--- config.mk ---
export PLATFORM = sky130hd
export DESIGN_NAME = tomasulo_top
export DESIGN_NICKNAME = d
export VERILOG_FILES = /design/src/verilog/lc3b_pkg.sv /design/src/verilog/alu_stations.sv /design/src/verilog/issue_unit.sv /design/src/verilog/reg_status.sv /design/src/verilog/reorder_buffer.sv /design/src/verilog/tomasulo_top.sv
export VERILOG_INCLUDE_DIRS = /design/src /design/src/include
export SDC_FILE = /design/constraint.sdc
export NUM_CORES = 1
export LEC_CHECK = 0
export BUFFER_PORTS_ARGS = -buffer_cell sky130_fd_sc_hd__clkbuf_2
export CAP_MARGIN = 10
export CELL_PAD_IN_SITES_DETAIL_PLACEMENT = 0
export CELL_PAD_IN_SITES_GLOBAL_PLACEMENT = 2
export CORE_MARGIN = 2
export CORE_UTILIZATION = 40
export CTS_BUF_LIST = sky130_fd_sc_hd__clkbuf_8
export DETAILED_ROUTE_END_ITERATION = 6
export PLACE_DENSITY = 0.75
export SYNTH_ARGS = -nofsm -noshare
export SYNTH_HDL_FRONTEND = slang
export SYNTH_SLANG_ARGS = --single-unit
--- constraint.sdc ---
create_clock -name clk -period 13.4 [get_ports clk]
set_clock_uncertainty 0.1 [all_clocks]
set_input_delay 0 -clock clk [delete_from_list [all_inputs] [get_ports clk]]
set_output_delay 0 -clock clk [all_outputs]
set_load 0.01 [all_outputs]
--- src/include/tomasulo_config.svh ---
`ifndef TOMASULO_CONFIG_SVH
`define TOMASULO_CONFIG_SVH

// Reorder buffer entries, kept a power of two so pointers wrap
`define ROB_DEPTH 8

// Width of a reorder buffer index
`define ROB_TAG_W 3

// Instruction buffer depth, also the credits held by the source
`define INSTR_CREDITS 2

`endif

--- src/verilog/lc3b_pkg.sv ---
`default_nettype none

`include "tomasulo_config.svh"

package lc3b_pkg;

	typedef logic [15:0] lc3b_word;
	typedef logic [2:0] lc3b_reg;
	typedef logic [`ROB_TAG_W-1:0] rob_tag;

	typedef enum logic [3:0] {
		op_add = 4'b0001,
		op_and = 4'b0101,
		op_not = 4'b1001,
		op_lea = 4'b1110
	} lc3b_opcode;

	// ADD, AND, NOT
	typedef struct packed {
		lc3b_opcode opcode;
		lc3b_reg dest;
		lc3b_reg sr1;
		logic imm_flag;
		logic [4:0] imm5_sr2; // sr2 sits in the low three bits
	} lc3b_operate_t;

	// LEA
	typedef struct packed {
		lc3b_opcode opcode;
		lc3b_reg dest;
		logic [8:0] offset9;
	} lc3b_pcoffset_t;

	typedef union packed {
		lc3b_operate_t opr;
		lc3b_pcoffset_t pcoff;
	} lc3b_instr_u;

endpackage

`default_nettype wire

--- src/verilog/alu_stations.sv ---
`timescale 1ns/1ns
`default_nettype none

`include "tomasulo_config.svh"

module alu_stations import lc3b_pkg::*;
(
	input wire logic clk,
	input wire logic reset,
	input wire logic rs_write,
	input wire lc3b_opcode rs_op,
	input wire lc3b_word rs_vj,
	input wire lc3b_word rs_vk,
	input wire rob_tag rs_qj,
	input wire rob_tag rs_qk,
	input wire logic rs_j_ready,
	input wire logic rs_k_ready,
	input wire rob_tag rs_dest,
	output logic rs_full,
	output logic cdb_valid,
	output rob_tag cdb_tag,
	output lc3b_word cdb_value
);

localparam int n_rs = 3;

logic [n_rs-1:0] busy;
lc3b_opcode op [n_rs];
lc3b_word vj [n_rs];
lc3b_word vk [n_rs];
rob_tag qj [n_rs];
rob_tag qk [n_rs];
logic j_ready [n_rs];
logic k_ready [n_rs];
rob_tag dest [n_rs];

logic [1:0] free_idx;
logic [1:0] disp_idx;
logic dispatch;
lc3b_word alu_result;

// Scan from the top so the lowest index wins
always_comb
begin
	free_idx = '0;
	disp_idx = '0;
	dispatch = 1'b0;
	for (int i = n_rs - 1; i >= 0; i--)
	begin
		if (!busy[i])
			free_idx = 2'(i);
		if (busy[i] && j_ready[i] && k_ready[i])
		begin
			dispatch = 1'b1;
			disp_idx = 2'(i);
		end
	end
end

assign rs_full = &busy;

always_comb
begin
	case (op[disp_idx])
		op_add: alu_result = vj[disp_idx] + vk[disp_idx];
		op_and: alu_result = vj[disp_idx] & vk[disp_idx];
		default: alu_result = vj[disp_idx] ^ vk[disp_idx]; // NOT
	endcase
end

always_ff @(posedge clk)
begin
	if (reset)
	begin
		busy <= '0;
		cdb_valid <= 1'b0;
	end
	else
	begin
		if (rs_write)
			busy[free_idx] <= 1'b1;
		if (dispatch)
			busy[disp_idx] <= 1'b0; // Never the slot being written
		cdb_valid <= dispatch;
	end
end

always_ff @(posedge clk)
begin
	for (int i = 0; i < n_rs; i++)
	begin
		if (rs_write && 2'(i) == free_idx)
		begin
			op[i] <= rs_op;
			vj[i] <= rs_vj;
			vk[i] <= rs_vk;
			qj[i] <= rs_qj;
			qk[i] <= rs_qk;
			j_ready[i] <= rs_j_ready;
			k_ready[i] <= rs_k_ready;
			dest[i] <= rs_dest;
		end
		else
		begin
			if (!j_ready[i] && cdb_valid && qj[i] == cdb_tag)
			begin
				vj[i] <= cdb_value;
				j_ready[i] <= 1'b1;
			end
			if (!k_ready[i] && cdb_valid && qk[i] == cdb_tag)
			begin
				vk[i] <= cdb_value;
				k_ready[i] <= 1'b1;
			end
		end
	end
	if (dispatch)
	begin
		cdb_tag <= dest[disp_idx];
		cdb_value <= alu_result;
	end
end

endmodule

`default_nettype wire

--- src/verilog/issue_unit.sv ---
`timescale 1ns/1ns
`default_nettype none

`include "tomasulo_config.svh"

module issue_unit import lc3b_pkg::*;
(
	input wire logic clk,
	input wire logic reset,
	input wire logic instr_valid,
	input wire lc3b_instr_u instr,
	input wire lc3b_word instr_pc,
	input wire lc3b_word sr1_data,
	input wire lc3b_word sr2_data,
	input wire logic sr1_busy,
	input wire logic sr2_busy,
	input wire rob_tag sr1_tag,
	input wire rob_tag sr2_tag,
	input wire logic rob_full,
	input wire rob_tag alloc_tag,
	input wire logic sr1_rob_done,
	input wire logic sr2_rob_done,
	input wire lc3b_word sr1_rob_value,
	input wire lc3b_word sr2_rob_value,
	input wire logic rs_full,
	input wire logic cdb_valid,
	input wire rob_tag cdb_tag,
	input wire lc3b_word cdb_value,
	output logic instr_credit,
	output lc3b_reg sr1,
	output lc3b_reg sr2,
	output logic rename_valid,
	output lc3b_reg rename_reg,
	output rob_tag rename_tag,
	output logic alloc_valid,
	output lc3b_reg alloc_dest,
	output logic alloc_done,
	output lc3b_word alloc_value,
	output logic rs_write,
	output lc3b_opcode rs_op,
	output lc3b_word rs_vj,
	output lc3b_word rs_vk,
	output rob_tag rs_qj,
	output rob_tag rs_qk,
	output logic rs_j_ready,
	output logic rs_k_ready
);

localparam int ptr_w = (`INSTR_CREDITS > 1) ? $clog2(`INSTR_CREDITS) : 1;

lc3b_instr_u fifo_instr [`INSTR_CREDITS];
lc3b_word fifo_pc [`INSTR_CREDITS];
logic [ptr_w-1:0] rd_ptr;
logic [ptr_w-1:0] wr_ptr;
logic [$clog2(`INSTR_CREDITS+1)-1:0] fill;

lc3b_instr_u head_instr;
lc3b_word head_pc;
lc3b_opcode opcode;
logic is_alu;
logic is_lea;
logic issue;
lc3b_word imm5_sext;
lc3b_word offset9_adj;

function automatic logic [ptr_w-1:0] next_ptr(input logic [ptr_w-1:0] p);
	return (p == ptr_w'(`INSTR_CREDITS - 1)) ? '0 : p + 1'b1;
endfunction

// Register, then CDB, then a finished ROB entry, else wait on the tag
function automatic void resolve(input logic busy, input rob_tag tag, input lc3b_word reg_data,
	input logic rob_done, input lc3b_word rob_value, output lc3b_word value, output logic ready);
	value = reg_data;
	ready = 1'b1;
	if (busy)
	begin
		if (cdb_valid && cdb_tag == tag)
			value = cdb_value;
		else if (rob_done)
			value = rob_value;
		else
		begin
			value = '0;
			ready = 1'b0;
		end
	end
endfunction

// Source never sends without a credit, so no full check on push
always_ff @(posedge clk)
begin
	if (reset)
	begin
		rd_ptr <= '0;
		wr_ptr <= '0;
		fill <= '0;
	end
	else
	begin
		if (instr_valid)
			wr_ptr <= next_ptr(wr_ptr);
		if (issue)
			rd_ptr <= next_ptr(rd_ptr);
		case ({instr_valid, issue})
			2'b10: fill <= fill + 1'b1;
			2'b01: fill <= fill - 1'b1;
			default: ;
		endcase
	end
end

always_ff @(posedge clk)
begin
	if (instr_valid)
	begin
		fifo_instr[wr_ptr] <= instr;
		fifo_pc[wr_ptr] <= instr_pc;
	end
end

assign head_instr = fifo_instr[rd_ptr];
assign head_pc = fifo_pc[rd_ptr];
assign opcode = head_instr.opr.opcode;
assign is_alu = (opcode == op_add) || (opcode == op_and) || (opcode == op_not);
assign is_lea = (opcode == op_lea);

assign imm5_sext = {{11{head_instr.opr.imm5_sr2[4]}}, head_instr.opr.imm5_sr2};
assign offset9_adj = {{6{head_instr.pcoff.offset9[8]}}, head_instr.pcoff.offset9, 1'b0};

// Unknown opcodes drain without effect
assign issue = (fill != 0) && !rob_full && !(is_alu && rs_full);
assign instr_credit = issue;

assign sr1 = head_instr.opr.sr1;
assign sr2 = head_instr.opr.imm5_sr2[2:0];

assign alloc_valid = issue && (is_alu || is_lea);
assign alloc_dest = head_instr.opr.dest; // Same bits in both forms
assign alloc_done = is_lea; // LEA needs no execution
assign alloc_value = head_pc + 16'd2 + offset9_adj;

assign rename_valid = alloc_valid;
assign rename_reg = alloc_dest;
assign rename_tag = alloc_tag;

assign rs_write = issue && is_alu;
assign rs_op = opcode;
assign rs_qj = sr1_tag;
assign rs_qk = sr2_tag;

always_comb
begin
	resolve(sr1_busy, sr1_tag, sr1_data, sr1_rob_done, sr1_rob_value, rs_vj, rs_j_ready);
	if (opcode == op_not)
	begin
		rs_vk = '1; // NOT runs as XOR with all ones
		rs_k_ready = 1'b1;
	end
	else if (head_instr.opr.imm_flag)
	begin
		rs_vk = imm5_sext;
		rs_k_ready = 1'b1;
	end
	else
		resolve(sr2_busy, sr2_tag, sr2_data, sr2_rob_done, sr2_rob_value, rs_vk, rs_k_ready);
end

endmodule

`default_nettype wire

--- src/verilog/reg_status.sv ---
`timescale 1ns/1ns
`default_nettype none

`include "tomasulo_config.svh"

module reg_status import lc3b_pkg::*;
(
	input wire logic clk,
	input wire logic reset,
	input wire lc3b_reg sr1,
	input wire lc3b_reg sr2,
	input wire logic rename_valid,
	input wire lc3b_reg rename_reg,
	input wire rob_tag rename_tag,
	input wire logic commit_valid,
	input wire lc3b_reg commit_reg,
	input wire lc3b_word commit_value,
	input wire rob_tag commit_tag,
	output lc3b_word sr1_data,
	output lc3b_word sr2_data,
	output logic sr1_busy,
	output logic sr2_busy,
	output rob_tag sr1_tag,
	output rob_tag sr2_tag
);

lc3b_word regs [8];
logic [7:0] busy;
rob_tag owner [8]; // Latest in-flight writer of each register

always_ff @(posedge clk)
begin
	if (reset)
	begin
		for (int i = 0; i < 8; i++)
			regs[i] <= '0;
		busy <= '0;
	end
	else
	begin
		if (commit_valid)
		begin
			regs[commit_reg] <= commit_value;
			if (owner[commit_reg] == commit_tag) // Younger writer keeps it busy
				busy[commit_reg] <= 1'b0;
		end
		if (rename_valid)
			busy[rename_reg] <= 1'b1; // Rename wins over a same-cycle commit
	end
end

always_ff @(posedge clk)
begin
	if (rename_valid)
		owner[rename_reg] <= rename_tag;
end

assign sr1_data = regs[sr1];
assign sr2_data = regs[sr2];
assign sr1_busy = busy[sr1];
assign sr2_busy = busy[sr2];
assign sr1_tag = owner[sr1];
assign sr2_tag = owner[sr2];

endmodule

`default_nettype wire

--- src/verilog/reorder_buffer.sv ---
`timescale 1ns/1ns
`default_nettype none

`include "tomasulo_config.svh"

module reorder_buffer import lc3b_pkg::*;
(
	input wire logic clk,
	input wire logic reset,
	input wire logic alloc_valid,
	input wire lc3b_reg alloc_dest,
	input wire logic alloc_done,
	input wire lc3b_word alloc_value,
	input wire rob_tag sr1_tag,
	input wire rob_tag sr2_tag,
	input wire logic cdb_valid,
	input wire rob_tag cdb_tag,
	input wire lc3b_word cdb_value,
	output logic rob_full,
	output rob_tag alloc_tag,
	output logic sr1_rob_done,
	output logic sr2_rob_done,
	output lc3b_word sr1_rob_value,
	output lc3b_word sr2_rob_value,
	output logic commit_valid,
	output lc3b_reg commit_reg,
	output lc3b_word commit_value,
	output rob_tag commit_tag
);

rob_tag head;
rob_tag tail;
logic [`ROB_TAG_W:0] count;
logic retire;

logic [`ROB_DEPTH-1:0] done;
lc3b_reg ent_dest [`ROB_DEPTH];
lc3b_word ent_value [`ROB_DEPTH];

assign rob_full = (count == `ROB_DEPTH);
assign alloc_tag = tail;
assign retire = (count != 0) && done[head];

// A retired slot keeps its value until reallocated, which covers
// readers whose register still shows busy during the commit cycle
assign sr1_rob_done = done[sr1_tag];
assign sr2_rob_done = done[sr2_tag];
assign sr1_rob_value = ent_value[sr1_tag];
assign sr2_rob_value = ent_value[sr2_tag];

always_ff @(posedge clk)
begin
	if (reset)
	begin
		head <= '0;
		tail <= '0;
		count <= '0;
		done <= '0;
		commit_valid <= 1'b0;
	end
	else
	begin
		commit_valid <= retire;
		if (retire)
			head <= head + 1'b1; // Wraps at the power-of-two depth
		if (alloc_valid)
		begin
			tail <= tail + 1'b1;
			done[tail] <= alloc_done;
		end
		if (cdb_valid)
			done[cdb_tag] <= 1'b1;
		case ({alloc_valid, retire})
			2'b10: count <= count + 1'b1;
			2'b01: count <= count - 1'b1;
			default: ;
		endcase
	end
end

always_ff @(posedge clk)
begin
	if (alloc_valid)
	begin
		ent_dest[tail] <= alloc_dest;
		ent_value[tail] <= alloc_value;
	end
	if (cdb_valid)
		ent_value[cdb_tag] <= cdb_value;
	if (retire)
	begin
		commit_reg <= ent_dest[head];
		commit_value <= ent_value[head];
		commit_tag <= head;
	end
end

endmodule

`default_nettype wire

--- src/verilog/tomasulo_top.sv ---
`timescale 1ns/1ns
`default_nettype none

`include "tomasulo_config.svh"

module tomasulo_top import lc3b_pkg::*;
(
	input wire logic clk,
	input wire logic reset,
	input wire logic instr_valid,
	input wire lc3b_instr_u instr,
	input wire lc3b_word instr_pc,
	output logic instr_credit,
	output logic commit_valid,
	output lc3b_reg commit_reg,
	output lc3b_word commit_value
);

// Register status lookup and rename
lc3b_reg sr1;
lc3b_reg sr2;
lc3b_word sr1_data;
lc3b_word sr2_data;
logic sr1_busy;
logic sr2_busy;
rob_tag sr1_tag;
rob_tag sr2_tag;
logic rename_valid;
lc3b_reg rename_reg;
rob_tag rename_tag;

// Reorder buffer allocation and lookup
logic rob_full;
rob_tag alloc_tag;
logic sr1_rob_done;
logic sr2_rob_done;
lc3b_word sr1_rob_value;
lc3b_word sr2_rob_value;
logic alloc_valid;
lc3b_reg alloc_dest;
logic alloc_done;
lc3b_word alloc_value;
rob_tag commit_tag;

// Stations and CDB
logic rs_full;
logic rs_write;
lc3b_opcode rs_op;
lc3b_word rs_vj;
lc3b_word rs_vk;
rob_tag rs_qj;
rob_tag rs_qk;
logic rs_j_ready;
logic rs_k_ready;
logic cdb_valid;
rob_tag cdb_tag;
lc3b_word cdb_value;

issue_unit issue_unit_i (.*);

reg_status reg_status_i (.*);

alu_stations alu_stations_i
(
	.rs_dest(alloc_tag), // Station result goes to the entry just allocated
	.*
);

reorder_buffer reorder_buffer_i (.*);

endmodule

`default_nettype wire
==> impl_metrics.ini, run 1 <==
[placed_design]
portBuffers = 55
dp_slack_ns = 7.19
place_hpwl_um = 78100
globalplace.congestion = 0.908
dp.cells = 4094
placed_cell_area_um2 = 33500

[critical_path]
worstPathArrival_ns = 6.74
worst_ep_required_time_ns = 13.84
worstSetupStartpointType = register
crit_chain = buf_4 -> mux2i_4 -> buf_4 -> inv_1 -> buf_4 -> nand2_1 -> a221oi_1 -> o21ai_4 -> buf_4 -> inv_2 -> buf_4 -> mux2i_1 -> a32o_1 -> nor3_4 -> a41oi_1 -> o21ai_0
cp_common_cell = buf_4
worstSetupEndpointType = register
worstPathMaxFanout = 67
crit_buf_inv = 7
reg2reg_slack_ns = 7.10
crit_family = buffers and inverters
slowest_delay_ns = 0.87
cp_slowest_cell = nor3_4
setup.worst_path.class = register to register

[floorplanning]
ioPinCount = 56
rows = 104
die_w_um = 288
die_area_um2 = 82800
coreArea_um2 = 80200
initial_core_util = 0.402
die_y_um = 288

[timing]
setup_violations = 0
slew_violations = 0
min_period_ns = 6.30
fin_tns_setup_ns = 0
tightest_slew_ns = 1.28
fin_crit_sh = 0.470
fin_ws_ns = 7.10
rsz0062_at_grt = no
fmax_mhz = 159
slew_headroom = 0.142
hold_viol_final = 0

[layout]
stdcell_count = 4360
utilization = 0.452
multi_input_area_um2 = 14000
largestRegisters = reg_status_i.regs: 128 flops, reorder_buffer_i.ent_value: 128 flops
regArea_um2 = 17200
num-fill-cells = 7544
final_area_um2 = 36200
syn_to_final_growth_pct = 12.4
drive_gt1_frac = 0.126
final_nets = 3298

[cts]
path_clk_slew_ns = 0.06
cts_made_buffers = 104
clock-sinks = 586
htreeDepth = 3
cts_root_buffer = clkbuf_8
tritoncts = yes
clock_latency_ns = 0.76
clock_path_buffers = 3
post_cts_resized = 0

[yosys]
syn_inst = 3134
yosys_warnings = 0
syn_avg_cell_area_um2 = 10.3
synth_edf_count = 548
ys_top_cells_by_area = edfxtp_1 (51%), nand2_1 (7.7%), o21ai_0 (3.0%)
ys_async_sr_fraction = 0
ys_types = 86
syn_nets = 3221
synth.top_cells.by_count = nand2_1 (663), edfxtp_1 (548), o21ai_0 (193), clkbuf_1 (164), nor2_1 (160)
yosys.cell_count.top_type = nand2_1
yosys.area.top_type = edfxtp_1
synth_ff_type = edfxtp_1
netlist_area_um2 = 32200
yosysSeqAreaShare = 0.535
yosysTopAreaCellShare = 0.511
ys_ff_latch = 586

[route]
drcViolationCount = 0
first_iter_violations = 2770
dr.pass1.iters = 5
routed_wl_um = 117000
via_per_inst = 5.94
vias = 25895
drt.antenna.violating_nets = 0
avgRoutedWirePerCell_um = 26.9

[global_routing]
grt_use_total = 0.282
grt_max_degree = 70
antenna_found_initial = 4
grt_pass1_vias = 25072
grt_pass1_wl_um = 170000
gr-total-overflow = 0

[power_and_ir_drop]
p_leak_nw = 12.8
p_sw_mw = 2.38
comb_power_share = 0.354
ir_worst_vdd_uv = 137
power_density_nw_per_um2 = 170
swShare = 0.386
clkPwrFrac = 0.265
p_int_mw = 3.78
pwr-share-seq = 0.382

[outcome]
status = finished, final reports clean

[worst_hold_path]
hold_path_class = input port to register

[flow_run]
cap_violations = 0
[final timing paths]
| check | cells after the start | startpoint | to |
|---|---|---|---|
| worst min-delay path | 4 | reset | reorder_buffer_i.count[0] |
| worst max-delay path | 16 | register | alu_stations_i.vj[0][1] |
| worst max register to register | 16 | register | alu_stations_i.vj[0][1] |
| worst min register to register | 2 | reg_status_i.busy[5] | reg_status_i.busy[5] |
[what timing repair did]
item                                   4_1_cts  5_1_grt
setup buffers                                0        0
hold buffers                                68        0
endpoints found under the hold margin      100        0
[stage by stage]
stage                     power (mW)  hold WS [ns]
after floorplan                 3.72      -0.00113
after global placement          4.47        0.0893
after detailed placement        4.50        0.0931
after CTS                       6.15         0.252
after global routing            6.44         0.307
final                           6.16         0.295
[logic make-up (layout without fill, tap and decap cells)]
logic type	count (synthesis)	count (layout)	synth area share
and+or+nand+nor	1315	1315	0.188
AOI/OAI and AO/OA	691	691	0.137
DFF	586	586	0.535
buffers and inverters	270	433	0.0338
muxes	171	171	0.0718
adders and majority gates	52	52	0.0209
xor gates and xnor gates	49	49	0.0133
other	0	3	0
[power groups by stage]
stage                     logic (mW)  registers [mW]  clock network (mW)
after floorplan                 1.37            2.35                   0
after global placement          2.09            2.38                   0
after detailed placement        2.12            2.39                   0
after CTS                       2.14            2.35                1.66
after global routing            2.35            2.36                1.74
final                           2.18            2.35                1.63
[per-layer routing]
layer,global-route usage,vias up,wire length [um]
li1,-,11676,-
met2,0.440,1179,53100
met5,0,-,27
met3,0.0503,242,9100
met4,0.101,4,4230
met1,0.394,12794,50900
[final cells by class]
type                       count  share of cell area
sequential                   586               0.476
clock buffer                 108              0.0411
clock inverter                84              0.0134
multi-input combinational   2278               0.387
antenna                        3            0.000207
inverter                      51             0.00529
tap                         1060              0.0366
timing repair buffer         190              0.0407
[worst min-delay path, delay by kind of cell]
family / cells / cell delay [ns]
buffers and inverters: 3 / 0.93
AND/OR/NAND/NOR: 1 / 0.16
[placed cells by master (no fill, tap or decap), types with 58 or more instances in the layout]
cell	n
a211oi_1	69
a21oi_1	132
and2_1	138
and3_1	104
buf_4	65
clkbuf_8	108
dlygate4sd3_1	68
edfxtp_1	548
inv_1	71
mux2i_1	82
nand2_1	663
nand3_1	105
nor2_1	152
o21ai_0	190
o21ai_1	58
Note: power is estimated with default switching activity, not from simulation.
==> run 2, diff against run 1 <==
- clock period: 13.4 -> 6.25 ns (I/O delays scaled with it)
==> impl_metrics.ini, run 2 (synthesis results as in run 1) <==
[critical_path]
r2r_end = reorder_buffer_i.ent_value[7][14]
worstPathMaxFanout = 37
worstSetupStartpointType = register
rr_worst_depth = 17
worstPathArrival_ns = 5.40
worst_ep_required_time_ns = 6.57
worstSetupEndpointType = register
setup.worst_path.class = register to register
reg2reg_slack_ns = 1.18

[layout]
final_nets = 3306
syn_to_final_growth_pct = 12.7
drive_gt1_frac = 0.130
stdcell_count = 4364
num-fill-cells = 7487
largestRegisters = reg_status_i.regs: 128 flops, reorder_buffer_i.ent_value: 128 flops
final_cell_mix = nand2_1 (663), edfxtp_1 (548), o21ai_0 (190), nor2_1 (153), and2_1 (138)
final_common_cell = nand2_1

[power_and_ir_drop]
p_leak_nw = 12.8
ir_worst_vdd_uv = 250
power_density_nw_per_um2 = 367

[floorplanning]
die_y_um = 288
initial_core_util = 0.402
die_area_um2 = 82800
coreArea_um2 = 80200
die_w_um = 288
ioPinCount = 56
rows = 104

[timing]
fin_crit_sh = 0.812
rsz0062_at_grt = no
slew_headroom = 0.205
tightest_slew_ns = 1.19
fin_ws_ns = 1.18
fin_tns_setup_ns = 0
slew_violations = 0
hold_viol_final = 0
min_period_ns = 5.07
setup_violations = 0
fmax_mhz = 197

[route]
drcViolationCount = 0
dr.pass1.iters = 6
avgRoutedWirePerCell_um = 26.6
routed_wl_um = 116000
drt.antenna.violating_nets = 0
via_per_inst = 5.96
first_iter_violations = 2964
vias = 26004

[cts]
post_cts_resized = 0
clock_path_buffers = 3
tritoncts = yes
postCtsSetupBuffers = 0
path_clk_slew_ns = 0.06
cts_made_buffers = 103
htreeDepth = 3
clock_latency_ns = 0.74
cts_root_buffer = clkbuf_8
clock-sinks = 586

[placed_design]
dp_slack_ns = 1.20
portBuffers = 55
globalplace.congestion = 0.913
place_hpwl_um = 75800
dp.cells = 4106

[worst_hold_path]
hp-start = instr[15]
worstHoldPathCells = 2
hold_path_class = input port to register
hold_end = issue_unit_i.fifo_instr[1][15]

[global_routing]
grt_pass1_vias = 25055
grt_pass1_wl_um = 168000
gr-total-overflow = 0
antenna_found_initial = 4
grt_max_degree = 69
grt_use_total = 0.278

[outcome]
status = finished, final reports clean

[flow_run]
cap_violations = 0
## run 2: layer usage
| metal | wire (um) | up-vias | GRT usage |
|---|---|---|---|
| li1 | - | 11719 | - |
| met3 | 8090 | 264 | 0.0317 |
| met1 | 49000 | 12802 | 0.380 |
| met2 | 53600 | 1219 | 0.449 |
| met4 | 5290 | 0 | 0.122 |
| met5 | 0 | - | 0 |
## run 2: worst max-delay path, cell delays in order (launching register included)
cell and delay, ns:
dfxtp_2 0.63, buf_4 0.54, mux2i_4 0.30, buf_4 0.29
inv_2 0.11, ha_1 0.29, ha_1 0.22, inv_1 0.09
fa_1 0.21, nor2b_1 0.06, o21a_1 0.17, o21ai_0 0.15
nand2b_1 0.10, a31o_2 0.27, a41o_1 0.26, o41ai_1 0.31
xor2_1 0.46, o21ai_0 0.18
## run 2: through the flow
step | util | power, mW | instance area (um^2) | hold WS [ns]
after floorplan | - | 7.99 | 32200 | -0.00113
after global placement | 0.419 | 9.58 | 33600 | 0.0884
after detailed placement | 0.419 | 9.67 | 33600 | 0.0930
after CTS | 0.453 | 13.3 | 36300 | 0.00321
after global routing | 0.453 | 13.9 | 36300 | 0.0511
final | 0.453 | 13.3 | 36300 | 0.0820
## run 2: layout make-up
cell class              instances  area [um^2]  share of cell area
diodes                          1         2.50           0.0000689
clock buffers                 111         1530              0.0421
clock inverters                78          518              0.0143
inverters                      51          191             0.00527
multi-input cells            2278        14000               0.385
flip-flops and latches        586        17200               0.474
well taps                    1060         1330              0.0365
repair buffers                199         1520              0.0419
## run 2: worst max-delay path by stage
stage               slack, ns                                end  cells after the start
finish                   1.18  reorder_buffer_i.ent_value[7][14]                     17
global route             0.87  reorder_buffer_i.ent_value[1][14]                     17
floorplan                1.66  reorder_buffer_i.ent_value[1][14]                     21
global placement         1.20  reorder_buffer_i.ent_value[5][14]                     17
CTS                      1.15  reorder_buffer_i.ent_value[1][14]                     17
detailed placement       1.20  reorder_buffer_i.ent_value[1][14]                     17
## run 2: repair_timing
action                                  4_1_cts  5_1_grt
endpoints found under the setup margin        0        0
endpoints found under the hold margin       112        0
hold buffers                                 66        0
## run 2: power breakdown
part	internal [mW]	switching, mW	total [mW]	leakage, nW
sequential	4.91	0.141	5.05	5.45
clock	1.90	1.72	3.61	1.14
combinational	1.45	3.20	4.65	6.23
total	8.26	5.06	13.3	12.8
